## src/logic/obj_pkg.sv

```systemverilog
package obj_pkg;

    // one table slot, x in the low word so the raw view indexes x as word 0
    typedef struct packed {
        logic [15:0] attr;  // rows-1, cols-1, abs, vflip, hflip, palette
        logic [15:0] code;
        logic [15:0] y;     // end mark, bank, position
        logic [15:0] x;     // priority, position
    } obj_entry_t;

    // the CPU sees four plain words, the scanner sees fields
    typedef union packed {
        obj_entry_t       f;
        logic [3:0][15:0] w;  // w[0] x .. w[3] attr
    } obj_entry_u;

    typedef struct packed {
        logic [15:0] code;
        logic [3:0]  vsub;     // pixel row inside the tile
        logic [8:0]  hpos;
        logic [4:0]  palette;
        logic        hflip;
        logic [2:0]  prio;
        logic [1:0]  bank;
    } draw_req_t;

    typedef struct packed {
        logic       valid;
        logic [2:0] prio;
        logic [1:0] bank;
        logic [4:0] palette;
        logic [3:0] colour;
    } line_pix_t;

    typedef struct packed {
        logic        cyc;
        logic        stb;
        logic        we;
        logic [11:0] adr;    // entry index above, word select in [1:0]
        logic [15:0] dat_w;
    } wb_req_t;

    typedef struct packed {
        logic        ack;
        logic [15:0] dat_r;
    } wb_rsp_t;

    localparam logic [8:0] SCAN_START_H = 9'h1d0;
    localparam logic [9:0] OBJ_X_BIAS   = 10'h040;
    localparam logic [9:0] OBJ_Y_BIAS   = 10'h010;

endpackage

```

## src/logic/obj_line_draw.sv

```systemverilog
`timescale 1ns/1ps

module obj_line_draw (
    input  logic               clk,
    input  logic               rst,
    input  logic               dr_start,
    input  obj_pkg::draw_req_t dr_req,
    output logic               dr_idle,
    output logic               wr_en,
    output logic [8:0]         wr_addr,
    output obj_pkg::line_pix_t wr_pix
);

    obj_pkg::draw_req_t req;
    logic               busy;
    logic [3:0]         cnt;
    logic [3:0]         offs;
    logic [9:0]         addr;

    assign dr_idle = !busy;

    // mirrored tiles walk from the right edge
    assign offs = req.hflip ? ~cnt : cnt;
    assign addr = {1'b0, req.hpos} + {6'd0, offs};

    assign wr_en   = busy && !addr[9];  // past the line end
    assign wr_addr = addr[8:0];

    // flat tile colour from the code
    assign wr_pix = '{
        valid:   1'b1,
        prio:    req.prio,
        bank:    req.bank,
        palette: req.palette,
        colour:  req.code[3:0]
    };

    always_ff @(posedge clk or posedge rst) begin
        if (rst) begin
            busy <= 1'b0;
            cnt  <= '0;
        end else if (busy) begin
            cnt <= cnt + 1'b1;
            if (cnt == 4'd15) begin
                busy <= 1'b0;
            end
        end else if (dr_start) begin
            busy <= 1'b1;
            cnt  <= '0;
        end
    end

    always_ff @(posedge clk) begin
        if (dr_start && !busy) begin
            req <= dr_req;
        end
    end

    sixteen_pixels: assert property (
        @(posedge clk) disable iff (rst)
        dr_start && dr_idle |=> !dr_idle [*16] ##1 dr_idle
    ) else $error("draw did not take exactly 16 clocks");

endmodule

```

## config.mk

```make
export PLATFORM = sky130hd
export DESIGN_NAME = obj_line_draw
export DESIGN_NICKNAME = d
export VERILOG_FILES = /design/src/logic/obj_pkg.sv /design/src/logic/obj_line_draw.sv
export SDC_FILE = /design/constraint.sdc
export NUM_CORES = 1
export LEC_CHECK = 0
export BUFFER_PORTS_ARGS = -buffer_cell sky130_fd_sc_hd__clkbuf_2
export CORE_ASPECT_RATIO = 0.9
export CORE_UTILIZATION = 45
export DETAILED_ROUTE_END_ITERATION = 12
export GPL_TIMING_DRIVEN = 0
export PLACE_DENSITY = 0.82
export REMOVE_ABC_BUFFERS = 1
export SLEW_MARGIN = 20
export SYNTH_ARGS = -nofsm -noshare
export SYNTH_HDL_FRONTEND = slang
export SYNTH_SLANG_ARGS = --single-unit
```

## constraint.sdc

```tcl
create_clock -name clk -period 2.5 [get_ports clk]
set_clock_uncertainty 0.15 [all_clocks]
set_input_delay 0.25 -clock clk [delete_from_list [all_inputs] [get_ports clk]]
set_output_delay 0.25 -clock clk [all_outputs]
set_load 0.02 [all_outputs]
```

==> summary.txt <==
Timing
  – Final Hold Vio Count: 0
  – Worst slew pin tran: 0.564 ns
  – RSZ-0062 raised after global routing: true
  – Worst setup margin: -0.140 ns
  – Fin crit period: 2.64 ns
  – Max Slew Vio Count: 0
  – Max Fclk: 379 MHz
  – Setup TNS: -0.645 ns
  – Max-Slew Margin vs Limit: 0.623
  – Final worst-path cycle share: 1.06
  – Setup violators final: 6

Critical path
  – Critical-path cell list: xor2_1 -> ha_2 -> inv_2 -> fa_2 -> nand2b_4 -> a211oi_2 -> xor2_1 -> buf_4
  – CP max-delay cell: edfxtp_1
  – Reg-to-reg slack, setup: 0.79 ns
  – Worst-path maximum fanout: 3
  – Most frequent CP cell: xor2_1
  – Delay-heaviest family, CP: adder cells
  – Critical path type: reg2out
  – CP Data Required Time: 2.10 ns
  – Largest stage delay, worst path: 0.44 ns
  – Buf+Inv Stages, Crit Path: 2
  – Worst EP arrival: 2.24 ns
  – Worst Setup End Kind: primary output
  – Startpoint Class: flip-flop

Hold path
  – Hold WC Path Type: in2reg

CTS
  – CTS Buf Count: 5
  – Clk sinks: 29
  – Clock latency on the worst-skew pair: 0.33 ns
  – Clk buf depth: 2
  – H-tree Lvls: 2
  – CTS tree: done
  – Clk root buf: clkbuf_4
  – Worst-path clk slew: 0.09 ns

Final layout
  – Final instance area: 2100 µm²
  – Synth-to-Final Area Change: 48.1%
  – Layout cells sized above 1: 0.422
  – Post-Layout Cell Count: 227
  – FILL cells: 193
  – N_diodes: 0
  – Final Core Density: 0.735
  – Final Net Count: 235

Drt
  – Drt first-iter violations: 31
  – DR pass1 iterations: 4
  – Post-DR wirelength/cell: 13.6 µm
  – DRC: 0
  – Antenna Nets Post-Route: 0
  – Total number of vias: 1098
  – WL final: 3.08 mm
  – Post-DR vias/cell: 4.84

Global routing
  – GRT Total Usage: 0.200
  – Global route total overflow: 0
  – Largest net degree at the start of global routing: 17
  – First-pass GRT wire length: 4.75 mm
  – Vias in the first global route: 1110
  – Initial antenna violation count: 0

Die
  – # IOs: 69
  – Die footprint: 3380 µm²
  – Core area: 2860 µm²
  – Die height: 55.3 µm
  – Die width: 61.2 µm
  – Row Count: 18
  – Initial Util: 0.497

Power and ir drop
  – Leakage: 0.922 nW
  – IR drop worst, VDD: 0.660 mV
  – P per Cell Area: 1020 nW/µm²

Status
  – Status: finished, violations left
  – Failing checks: negative setup slack

Placed design
  – Routability cong.: 0.816
  – Placed cell areas: 1620 µm²
  – PortBufs: 51
  – Detail Placement HPWL: 1.84 mm
  – Post-Place Cells: 187
  – Worst slack, placed: -0.0288 ns

Logic synthesis
  – Register area share after synthesis: 0.596
  – Yosys warning count: 0
  – Library cells used by synthesis: 28
  – Most frequent cell after synthesis: edfxtp_1
  – Cell accounting for the most synthesized area: edfxtp_1
  – Syn avg cell area: 12.7 µm²
  – Main synth FF type: edfxtp_1
  – Cells after Synth: 112
  – Top cell type's share of synthesized area: 0.507
  – Number of flops mapped to enable cells by yosys: 24
  – Yosys reg bits: 29
  – Synthesized cell area: 1420 µm²
  – Post-synth top cells: 24 x edfxtp_1, 15 x buf_4, 9 x inv_1
  – Top cells by area, synth: edfxtp_1 51%, dfrtp_1 8.8%, buf_4 7.9%
  – Asr flop ratio synth: 0.172

Flow run
  – Max-cap violations: 0
==> logic make-up after synthesis <==
family,Yosys count,share of synthesized area
flip-flops,29,0.596
other,1,0.00264
adder cells (fa/ha/maj),6,0.0582
buffers and inverters,26,0.110
XOR/XNOR,9,0.0555
multiplexers,1,0.00705
AO/OA/AOI/OAI,19,0.101
AND/OR/NAND/NOR,21,0.0696
==> per-stage QoR <==
stage	hold slack, ns	total power [W]
after CTS	0.0293	0.00209
after global routing	0.0223	0.00225
after floorplan	-0.121	0.00123
final	0.0239	0.00214
after global placement	-0.0232	0.00142
after detailed placement	-0.0102	0.00146
==> worst paths after layout <==
path	from	to	cells after the start
max in group asynchronous	rst	cnt[2]$_DFFE_PP0P_	3
max	req[5]$_DFFE_PP_	wr_addr[6]	8
min	dr_start	cnt[1]$_DFFE_PP0P_	2
max reg2reg	busy$_DFF_PP0_	wr_pix[10]$_DFFE_PP_	2
min in group asynchronous	rst	cnt[0]$_DFFE_PP0P_	3
min reg2reg	cnt[3]$_DFFE_PP0P_	cnt[3]$_DFFE_PP0P_	1
==> layout by cell type (no fill, tap or decap), types with 5 or more instances in the layout <==
cell type,count
buf_4,10
clkbuf_2,44
clkbuf_4,5
dfrtp_1,5
dlygate4sd3_1,25
edfxtp_1,24
inv_1,8
nand2_1,7
o21ai_0,5
xor2_1,5
==> per-layer routing <==
| layer | vias to the layer above | wire (µm) | global-route usage |
|---|---|---|---|
| met1 | 511 | 1140 | 0.202 |
| li1 | 524 | - | - |
| met5 | - | 0 | 0 |
| met4 | 0 | 58 | 0.0877 |
| met2 | 55 | 1650 | 0.360 |
| met3 | 8 | 227 | 0.0609 |
==> worst register-to-register path, delay by kind of cell, from the launching register on <==
family,cells,cell delay [ns]
AND/OR/NAND/NOR,1,0.52
flip-flops,1,0.51
buffers and inverters,1,0.24
==> layout make-up <==
| type | instances | area (µm²) | area share |
|---|---|---|---|
| sequential | 29 | 846 | 0.402 |
| timing repair buffer | 84 | 611 | 0.290 |
| multi-input combinational | 57 | 460 | 0.219 |
| clock inverter | 3 | 65.1 | 0.0309 |
| tap | 40 | 50.0 | 0.0238 |
| clock buffer | 5 | 37.5 | 0.0178 |
| inverter | 9 | 33.8 | 0.0161 |
==> state kept, by name, indices dropped and copies added (netlist names) <==
| name | count |
|---|---|
| wr_pix | 14 |
| req | 10 |
| busy | 1 |
| cnt | 4 |
==> power breakdown <==
part	switching [W]	internal (W)
combinational	0.000533	0.000442
sequential	0.0000761	0.000608
clock	0.000169	0.000309
total	0.000778	0.00136
==> what timing repair did <==
action	CTS	global route
resized for setup	18	7
pin swaps	8	7
endpoints found under the hold margin	29	0
endpoints found under the setup margin	5	7
buffers inserted	6	1
hold buffers	25	0
No activity file was read; power rests on OpenSTA's default activity.
