### config.mk
export PLATFORM = sky130hd
export DESIGN_NAME = obj_scan
export DESIGN_NICKNAME = d
export VERILOG_FILES = /design/src/logic/obj_pkg.sv /design/src/logic/obj_scan.sv /design/src/logic/obj_tile_match.sv
export SDC_FILE = /design/constraint.sdc
export NUM_CORES = 1
export LEC_CHECK = 0
export ABC_AREA = 1
export BUFFER_PORTS_ARGS = -buffer_cell sky130_fd_sc_hd__buf_2
export CAP_MARGIN = 15
export CORE_UTILIZATION = 30
export CTS_CLUSTER_DIAMETER = 50
export CTS_CLUSTER_SIZE = 24
export DETAILED_ROUTE_END_ITERATION = 8
export PLACE_DENSITY_LB_ADDON = 0.12
export SLEW_MARGIN = 5
export SYNTH_ARGS = -nofsm -noshare
export SYNTH_HDL_FRONTEND = slang
export SYNTH_SLANG_ARGS = --single-unit
### constraint.sdc
create_clock -name clk -period 6 [get_ports clk]
set_input_delay 1.5 -clock clk [delete_from_list [all_inputs] [get_ports clk]]
set_output_delay 1.5 -clock clk [all_outputs]
set_load 0.03 [all_outputs]
### src/logic/obj_pkg.sv
package obj_pkg;

    // one table slot, x in the low word so the raw view indexes x as word 0
    typedef struct packed {
        logic [15:0] attr;  // rows-1, cols-1, abs, vflip, hflip, palette
        logic [15:0] code;
        logic [15:0] y;     // end mark, bank, position
        logic [15:0] x;     // priority, position
    } obj_entry_t;

    // the CPU sees four plain words, the scanner sees fields
    typedef union packed {
        obj_entry_t       f;
        logic [3:0][15:0] w;  // w[0] x .. w[3] attr
    } obj_entry_u;

    typedef struct packed {
        logic [15:0] code;
        logic [3:0]  vsub;     // pixel row inside the tile
        logic [8:0]  hpos;
        logic [4:0]  palette;
        logic        hflip;
        logic [2:0]  prio;
        logic [1:0]  bank;
    } draw_req_t;

    typedef struct packed {
        logic       valid;
        logic [2:0] prio;
        logic [1:0] bank;
        logic [4:0] palette;
        logic [3:0] colour;
    } line_pix_t;

    typedef struct packed {
        logic        cyc;
        logic        stb;
        logic        we;
        logic [11:0] adr;    // entry index above, word select in [1:0]
        logic [15:0] dat_w;
    } wb_req_t;

    typedef struct packed {
        logic        ack;
        logic [15:0] dat_r;
    } wb_rsp_t;

    localparam logic [8:0] SCAN_START_H = 9'h1d0;
    localparam logic [9:0] OBJ_X_BIAS   = 10'h040;
    localparam logic [9:0] OBJ_Y_BIAS   = 10'h010;

endpackage

### src/logic/obj_scan.sv
`timescale 1ns/1ps

module obj_scan #(
    parameter int TABLE_AW = 10
) (
    input  logic                clk,
    input  logic                rst,
    input  logic                flip,
    input  logic [8:0]          vrender,
    input  logic [8:0]          hdump,
    input  logic [9:0]          off_x,
    input  logic [9:0]          off_y,
    output logic                line,
    output logic                scan_busy,
    output logic [TABLE_AW-1:0] table_addr,
    input  obj_pkg::obj_entry_u table_entry,
    output logic                dr_start,
    output obj_pkg::draw_req_t  dr_req,
    input  logic                dr_idle
);

    obj_pkg::obj_entry_t ent;
    obj_pkg::obj_entry_t st3_entry;
    obj_pkg::obj_entry_t match_entry;
    logic                cen;
    logic                start;
    logic                last_start;
    logic                done;
    logic                ent_end;
    logic [8:0]          vrenderf;
    logic                st3_valid;
    logic [9:0]          st3_x;
    logic [9:0]          st3_y;
    logic [9:0]          match_y;
    logic [9:0]          st4_x;
    logic [3:0]          st4_cols;
    logic                st4_hflip;
    logic [4:0]          st4_pal;
    logic [2:0]          st4_prio;
    logic [1:0]          st4_bank;
    logic                inzone;
    logic [3:0]          st4_vsub;
    logic [15:0]         code_row;
    logic [3:0]          col;       // tile column being issued
    logic                last_col;
    logic [3:0]          subn;
    logic [9:0]          effx;
    logic                stall;
    logic                issue;

    obj_tile_match u_match (
        .clk      (clk),
        .rst      (rst),
        .cen      (cen && !stall),
        .entry    (match_entry),
        .vrenderf (vrenderf),
        .obj_y    (match_y),
        .inzone   (inzone),
        .vsub     (st4_vsub),
        .code_row (code_row)
    );

    assign ent     = table_entry.f;
    assign ent_end = ent.y[15] || ent.attr[15:8] == 8'hff;
    assign start   = hdump == obj_pkg::SCAN_START_H;

    // an empty slot is blanked and pushed far below any line so it never matches
    assign match_entry = st3_valid ? st3_entry : '0;
    assign match_y     = st3_valid ? st3_y : 10'h200;

    assign last_col = col == st4_cols;
    assign subn     = st4_hflip ? st4_cols - col : col;
    assign effx     = st4_x + {2'b0, subn, 4'd0};
    assign stall    = inzone && (!dr_idle || !last_col);
    assign issue    = cen && inzone && dr_idle;

    assign scan_busy = !done || st3_valid || inzone || dr_start || !dr_idle;

    // the table port is registered, so every step waits one extra clock
    always_ff @(posedge clk or posedge rst) begin
        if (rst) begin
            cen <= 1'b0;
        end else begin
            cen <= ~cen;
        end
    end

    always_ff @(posedge clk or posedge rst) begin
        if (rst) begin
            table_addr <= '0;
            done       <= 1'b1;
            st3_valid  <= 1'b0;
            col        <= '0;
            line       <= 1'b0;
            last_start <= 1'b0;
            vrenderf   <= '0;
            dr_start   <= 1'b0;
        end else if (cen) begin
            last_start <= start;
            if (!stall) begin
                table_addr <= done ? '0 : table_addr + 1'b1;
                if (done || ent_end) begin
                    done      <= 1'b1;
                    st3_valid <= 1'b0;
                end else begin
                    st3_valid <= 1'b1;
                    done      <= &table_addr;  // last slot taken
                end
            end
            dr_start <= inzone && dr_idle && !effx[9];  // off-screen tiles skipped
            if (inzone && dr_idle) begin
                col <= last_col ? '0 : col + 1'b1;
            end
            // new line wins over everything above
            if (start && !last_start) begin
                line       <= ~line;
                vrenderf   <= vrender ^ {1'b0, {8{flip}}};
                done       <= 1'b0;
                table_addr <= '0;
                col        <= '0;
            end
        end else begin
            dr_start <= 1'b0;  // one clock wide
        end
    end

    always_ff @(posedge clk) begin
        if (cen && !stall) begin
            st3_entry <= ent;
            st3_x     <= ent.x[9:0] + obj_pkg::OBJ_X_BIAS - (ent.attr[7] ? 10'd0 : off_x);
            st3_y     <= ent.y[9:0] + obj_pkg::OBJ_Y_BIAS - (ent.attr[7] ? 10'd0 : off_y);
            st4_x     <= st3_x;
            st4_cols  <= st3_entry.attr[11:8];
            st4_hflip <= st3_entry.attr[5];
            st4_pal   <= st3_entry.attr[4:0];
            st4_prio  <= st3_entry.x[15:13];
            st4_bank  <= st3_entry.y[14:13];
        end
        if (issue) begin
            dr_req.code    <= code_row + {12'd0, col};
            dr_req.vsub    <= st4_vsub;
            dr_req.hpos    <= effx[8:0] - 9'd1;
            dr_req.palette <= st4_pal;
            dr_req.hflip   <= st4_hflip;
            dr_req.prio    <= st4_prio;
            dr_req.bank    <= st4_bank;
        end
    end

    start_only_when_idle: assert property (
        @(posedge clk) disable iff (rst)
        dr_start |-> dr_idle
    ) else $error("draw start while the draw unit is busy");

endmodule

### src/logic/obj_tile_match.sv
`timescale 1ns/1ps

module obj_tile_match (
    input  logic                clk,
    input  logic                rst,
    input  logic                cen,
    input  obj_pkg::obj_entry_t entry,
    input  logic [8:0]          vrenderf,
    input  logic [9:0]          obj_y,
    output logic                inzone,
    output logic [3:0]          vsub,
    output logic [15:0]         code_row
);

    logic [3:0] rows_m1;
    logic       vflip;
    logic [9:0] height;
    logic [9:0] dy;
    logic       hit;
    logic [3:0] row;
    logic [3:0] sub;

    assign rows_m1 = entry.attr[15:12];
    assign vflip   = entry.attr[6];

    // 16 lines per tile row
    assign height = {1'b0, {1'b0, rows_m1} + 5'd1, 4'd0};

    // wraps to a large value when the line sits above the object
    assign dy  = {1'b0, vrenderf} - obj_y;
    assign hit = dy < height;

    always_comb begin
        if (vflip) begin
            row = rows_m1 - dy[7:4];  // count rows from the bottom
            sub = ~dy[3:0];
        end else begin
            row = dy[7:4];
            sub = dy[3:0];
        end
    end

    always_ff @(posedge clk or posedge rst) begin
        if (rst) begin
            inzone <= 1'b0;
        end else if (cen) begin
            inzone <= hit;
        end
    end

    always_ff @(posedge clk) begin
        if (cen) begin
            vsub     <= sub;
            code_row <= entry.code + {8'd0, row, 4'd0};  // next tile row is 16 codes on
        end
    end

endmodule

==> flow_summary.toml <==
[outcome]
status = "finished clean"

[critical_path]
end_kind = "register"
cp_slowest_cell = "dfrtp_1"
start_kind = "register"
crit_top_cell = "nand2_1"
reg2reg_slack_ns = 1.72
path_max_fanout = 7
path_class = "reg -> reg"
arrival_ns = 4.46
crit_chain = "nand2_1, inv_1, ha_1, inv_1, fa_1, nand2_1, nand2_1, nand2_1, xnor2_1, ha_1, inv_1, ha_1, or2_2, o21ai_0, inv_1, ha_1, nand3_1, nand2_1, nand2_1, a21oi_1, nand2_1, nor3_2, and2_1, xnor2_1"
required_ns = 6.18
cpPeakStageDelay_ns = 0.43

[detailed_routing]
vias_per_cell = 4.20
drc = 0
wl_per_cell_um = 12.9
drt-total-wl_um = 17800
drt_iter0_drc = 211
dr.pass1.iters = 4
postRouteAntennaNets = 0
num_vias = 5806

[sta]
fin_crit_sh = 0.713
grt_setup_unrepaired = "false"
fin_setup_tns_ns = 0
skew_ns = 0.0123
tightest_slew_ns = 0.673
setup_slack_ns = 1.72
setup_violations = 0
max_freq_mhz = 234
min_period_ns = 4.28
hold_violations = 0
relSlewSlack = 0.551
slew_viol_final = 0

[min_path]
hold_path.class = "reg -> reg"

[floorplanning]
coreArea_mm2 = 0.0288
pin_count = 159
initial_core_util = 0.306
dieHeight_um = 173
die-area_mm2 = 0.0301
die_w_um = 173
fp-row-count = 62

[cts]
clock_latency_ns = 0.43
cts_sinks = 171
cts.repair.resized = 0
post_cts_buffers = 0
cts_tree = "built"
cts_root_buf = "clkbuf_16"
cts_made_buffers = 17
cts_buffer_depth = 2
cts-htree-levels = 4
clkTransAtPathRegs_ns = 0.07
hold_buffers = 0

[power]
cellPowerDensity_mw_per_mm2 = 345
max-vdd-ir-drop_mv = 0.185
p_leak_nw = 4.86
power_mw = 3.67

[logic_synthesis]
synth-async-reset-ratio = 0.175
avgSynthCellArea_um2 = 10.8
yosysSeqAreaShare = 0.565
ys_seq_elements = 171
synth_warnings = 0
synth_area_mm2 = 0.00882
synthCells = 814
synth-edff-count = 141
syn-num-nets = 996
ys.flop_type = "edfxtp_1"
ys_types = 43

[cells_and_area]
drive_gt1_frac = 0.210
fin_util = 0.370
final_cell_mix = "166 x nand2_1, 152 x buf_2, 141 x edfxtp_1, 120 x inv_1, 69 x ha_1"
mostFrequentLayoutCell = "nand2_1"
area_growth_pct = 20.7
layout.nets = 1165

[global_routing]
grt_overflow = 0
grt_start_max_net_pins = 53
grt_pass1_vias = 5659
antenna_found_initial = 2
track_usage = 0.124
grt_pass1_wl_um = 28900

[run]
maxCapViolCount = 0

[place]
place_ws_ns = 1.68
gp_congestion = 0.773
port_buffers = 152
dp_hpwl_um = 13400
[synthesized netlist by cell type (4+ instances only)]
cell / count / share of area
dfrtp_1: 29 / 0.082
ha_1: 69 / 0.098
nand2_1: 166 / 0.071
a21oi_1: 32 / 0.018
o21ai_1: 5 / 0.0028
edfxtp_1: 141 / 0.48
xnor2_1: 31 / 0.031
xor2_1: 41 / 0.041
o21ai_0: 27 / 0.015
nand3_1: 45 / 0.026
inv_1: 121 / 0.052
nor4_1: 4 / 0.0028
nor3_1: 12 / 0.0068
fa_1: 7 / 0.016
nor2_1: 38 / 0.016
nand4_1: 8 / 0.0057
[cell type report]
cell class,count,area (µm²)
inverters,122,460
fillers,2900,18100
multi-input cells,513,3340
clock buffers,17,425
well taps,384,480
flip-flops and latches,171,4990
clock inverters,15,144
repair buffers,158,806
diodes,1,2.50
[sequential cells by signal, summed over array words and instances, names as in the netlist, 4 cells and up]
name              flops
st4_pal               5
st4_cols              4
st4_x                10
st3_x                10
u_match.vsub          4
vrenderf              9
st3_y                10
table_addr           10
col                   4
dr_req               40
st3_entry            36
u_match.code_row     16
[metrics by stage]
stage | cell area (µm²) | hold WS (ns) | cells
final | 10600 | 0.420 | 1381
after global routing | 10600 | 0.425 | 1380
after CTS | 10600 | 0.423 | 1380
after detailed placement | 10100 | 0.405 | 1348
after global placement | 10100 | 0.402 | 1348
after floorplan | 8820 | 0.400 | 814
[cells by family after synthesis]
kind of cell | count (synthesis) | share of synthesized area
fa+ha+maj | 76 | 0.114
simple gates | 291 | 0.147
compound gates | 73 | 0.0440
buf+inv | 130 | 0.0566
mux | 1 | 0.00128
xor+xnor | 72 | 0.0715
flops | 171 | 0.565
[worst max-delay path: cells and delay by family, from the launching register on]
| family | cells | cell delay (ns) |
|---|---|---|
| adder cells (fa/ha/maj) | 5 | 1.34 |
| buffers and inverters | 4 | 0.30 |
| AO/OA/AOI/OAI | 2 | 0.39 |
| XOR/XNOR | 2 | 0.25 |
| AND/OR/NAND/NOR | 11 | 1.30 |
| flip-flops | 1 | 0.43 |
[power breakdown]
part           leakage [nW]  switching [mW]  internal, mW
sequential             1.77          0.0392          1.42
combinational          2.81           0.721         0.413
clock                 0.281           0.522         0.552
[path summary, 6_finish.rpt]
check                                             to  depth (start not counted)          start
worst max-delay path            u_match.code_row[15]                         24      st3_valid
worst min-delay path                     st4_prio[1]                          0  st3_entry[14]
worst max register to register  u_match.code_row[15]                         24      st3_valid
worst min register to register           st4_prio[1]                          0  st3_entry[14]
max in group asynchronous                       done                          3            rst
min in group asynchronous              table_addr[4]                          3            rst
[per-layer routing]
| layer | routed length, µm | track usage |
|---|---|---|
| met1 | 8640 | 0.162 |
| met2 | 8200 | 0.201 |
| met3 | 777 | 0.0338 |
| met4 | 125 | 0.0321 |
| met5 | 10 | 0 |
Note: power is estimated with default switching activity, not from simulation.
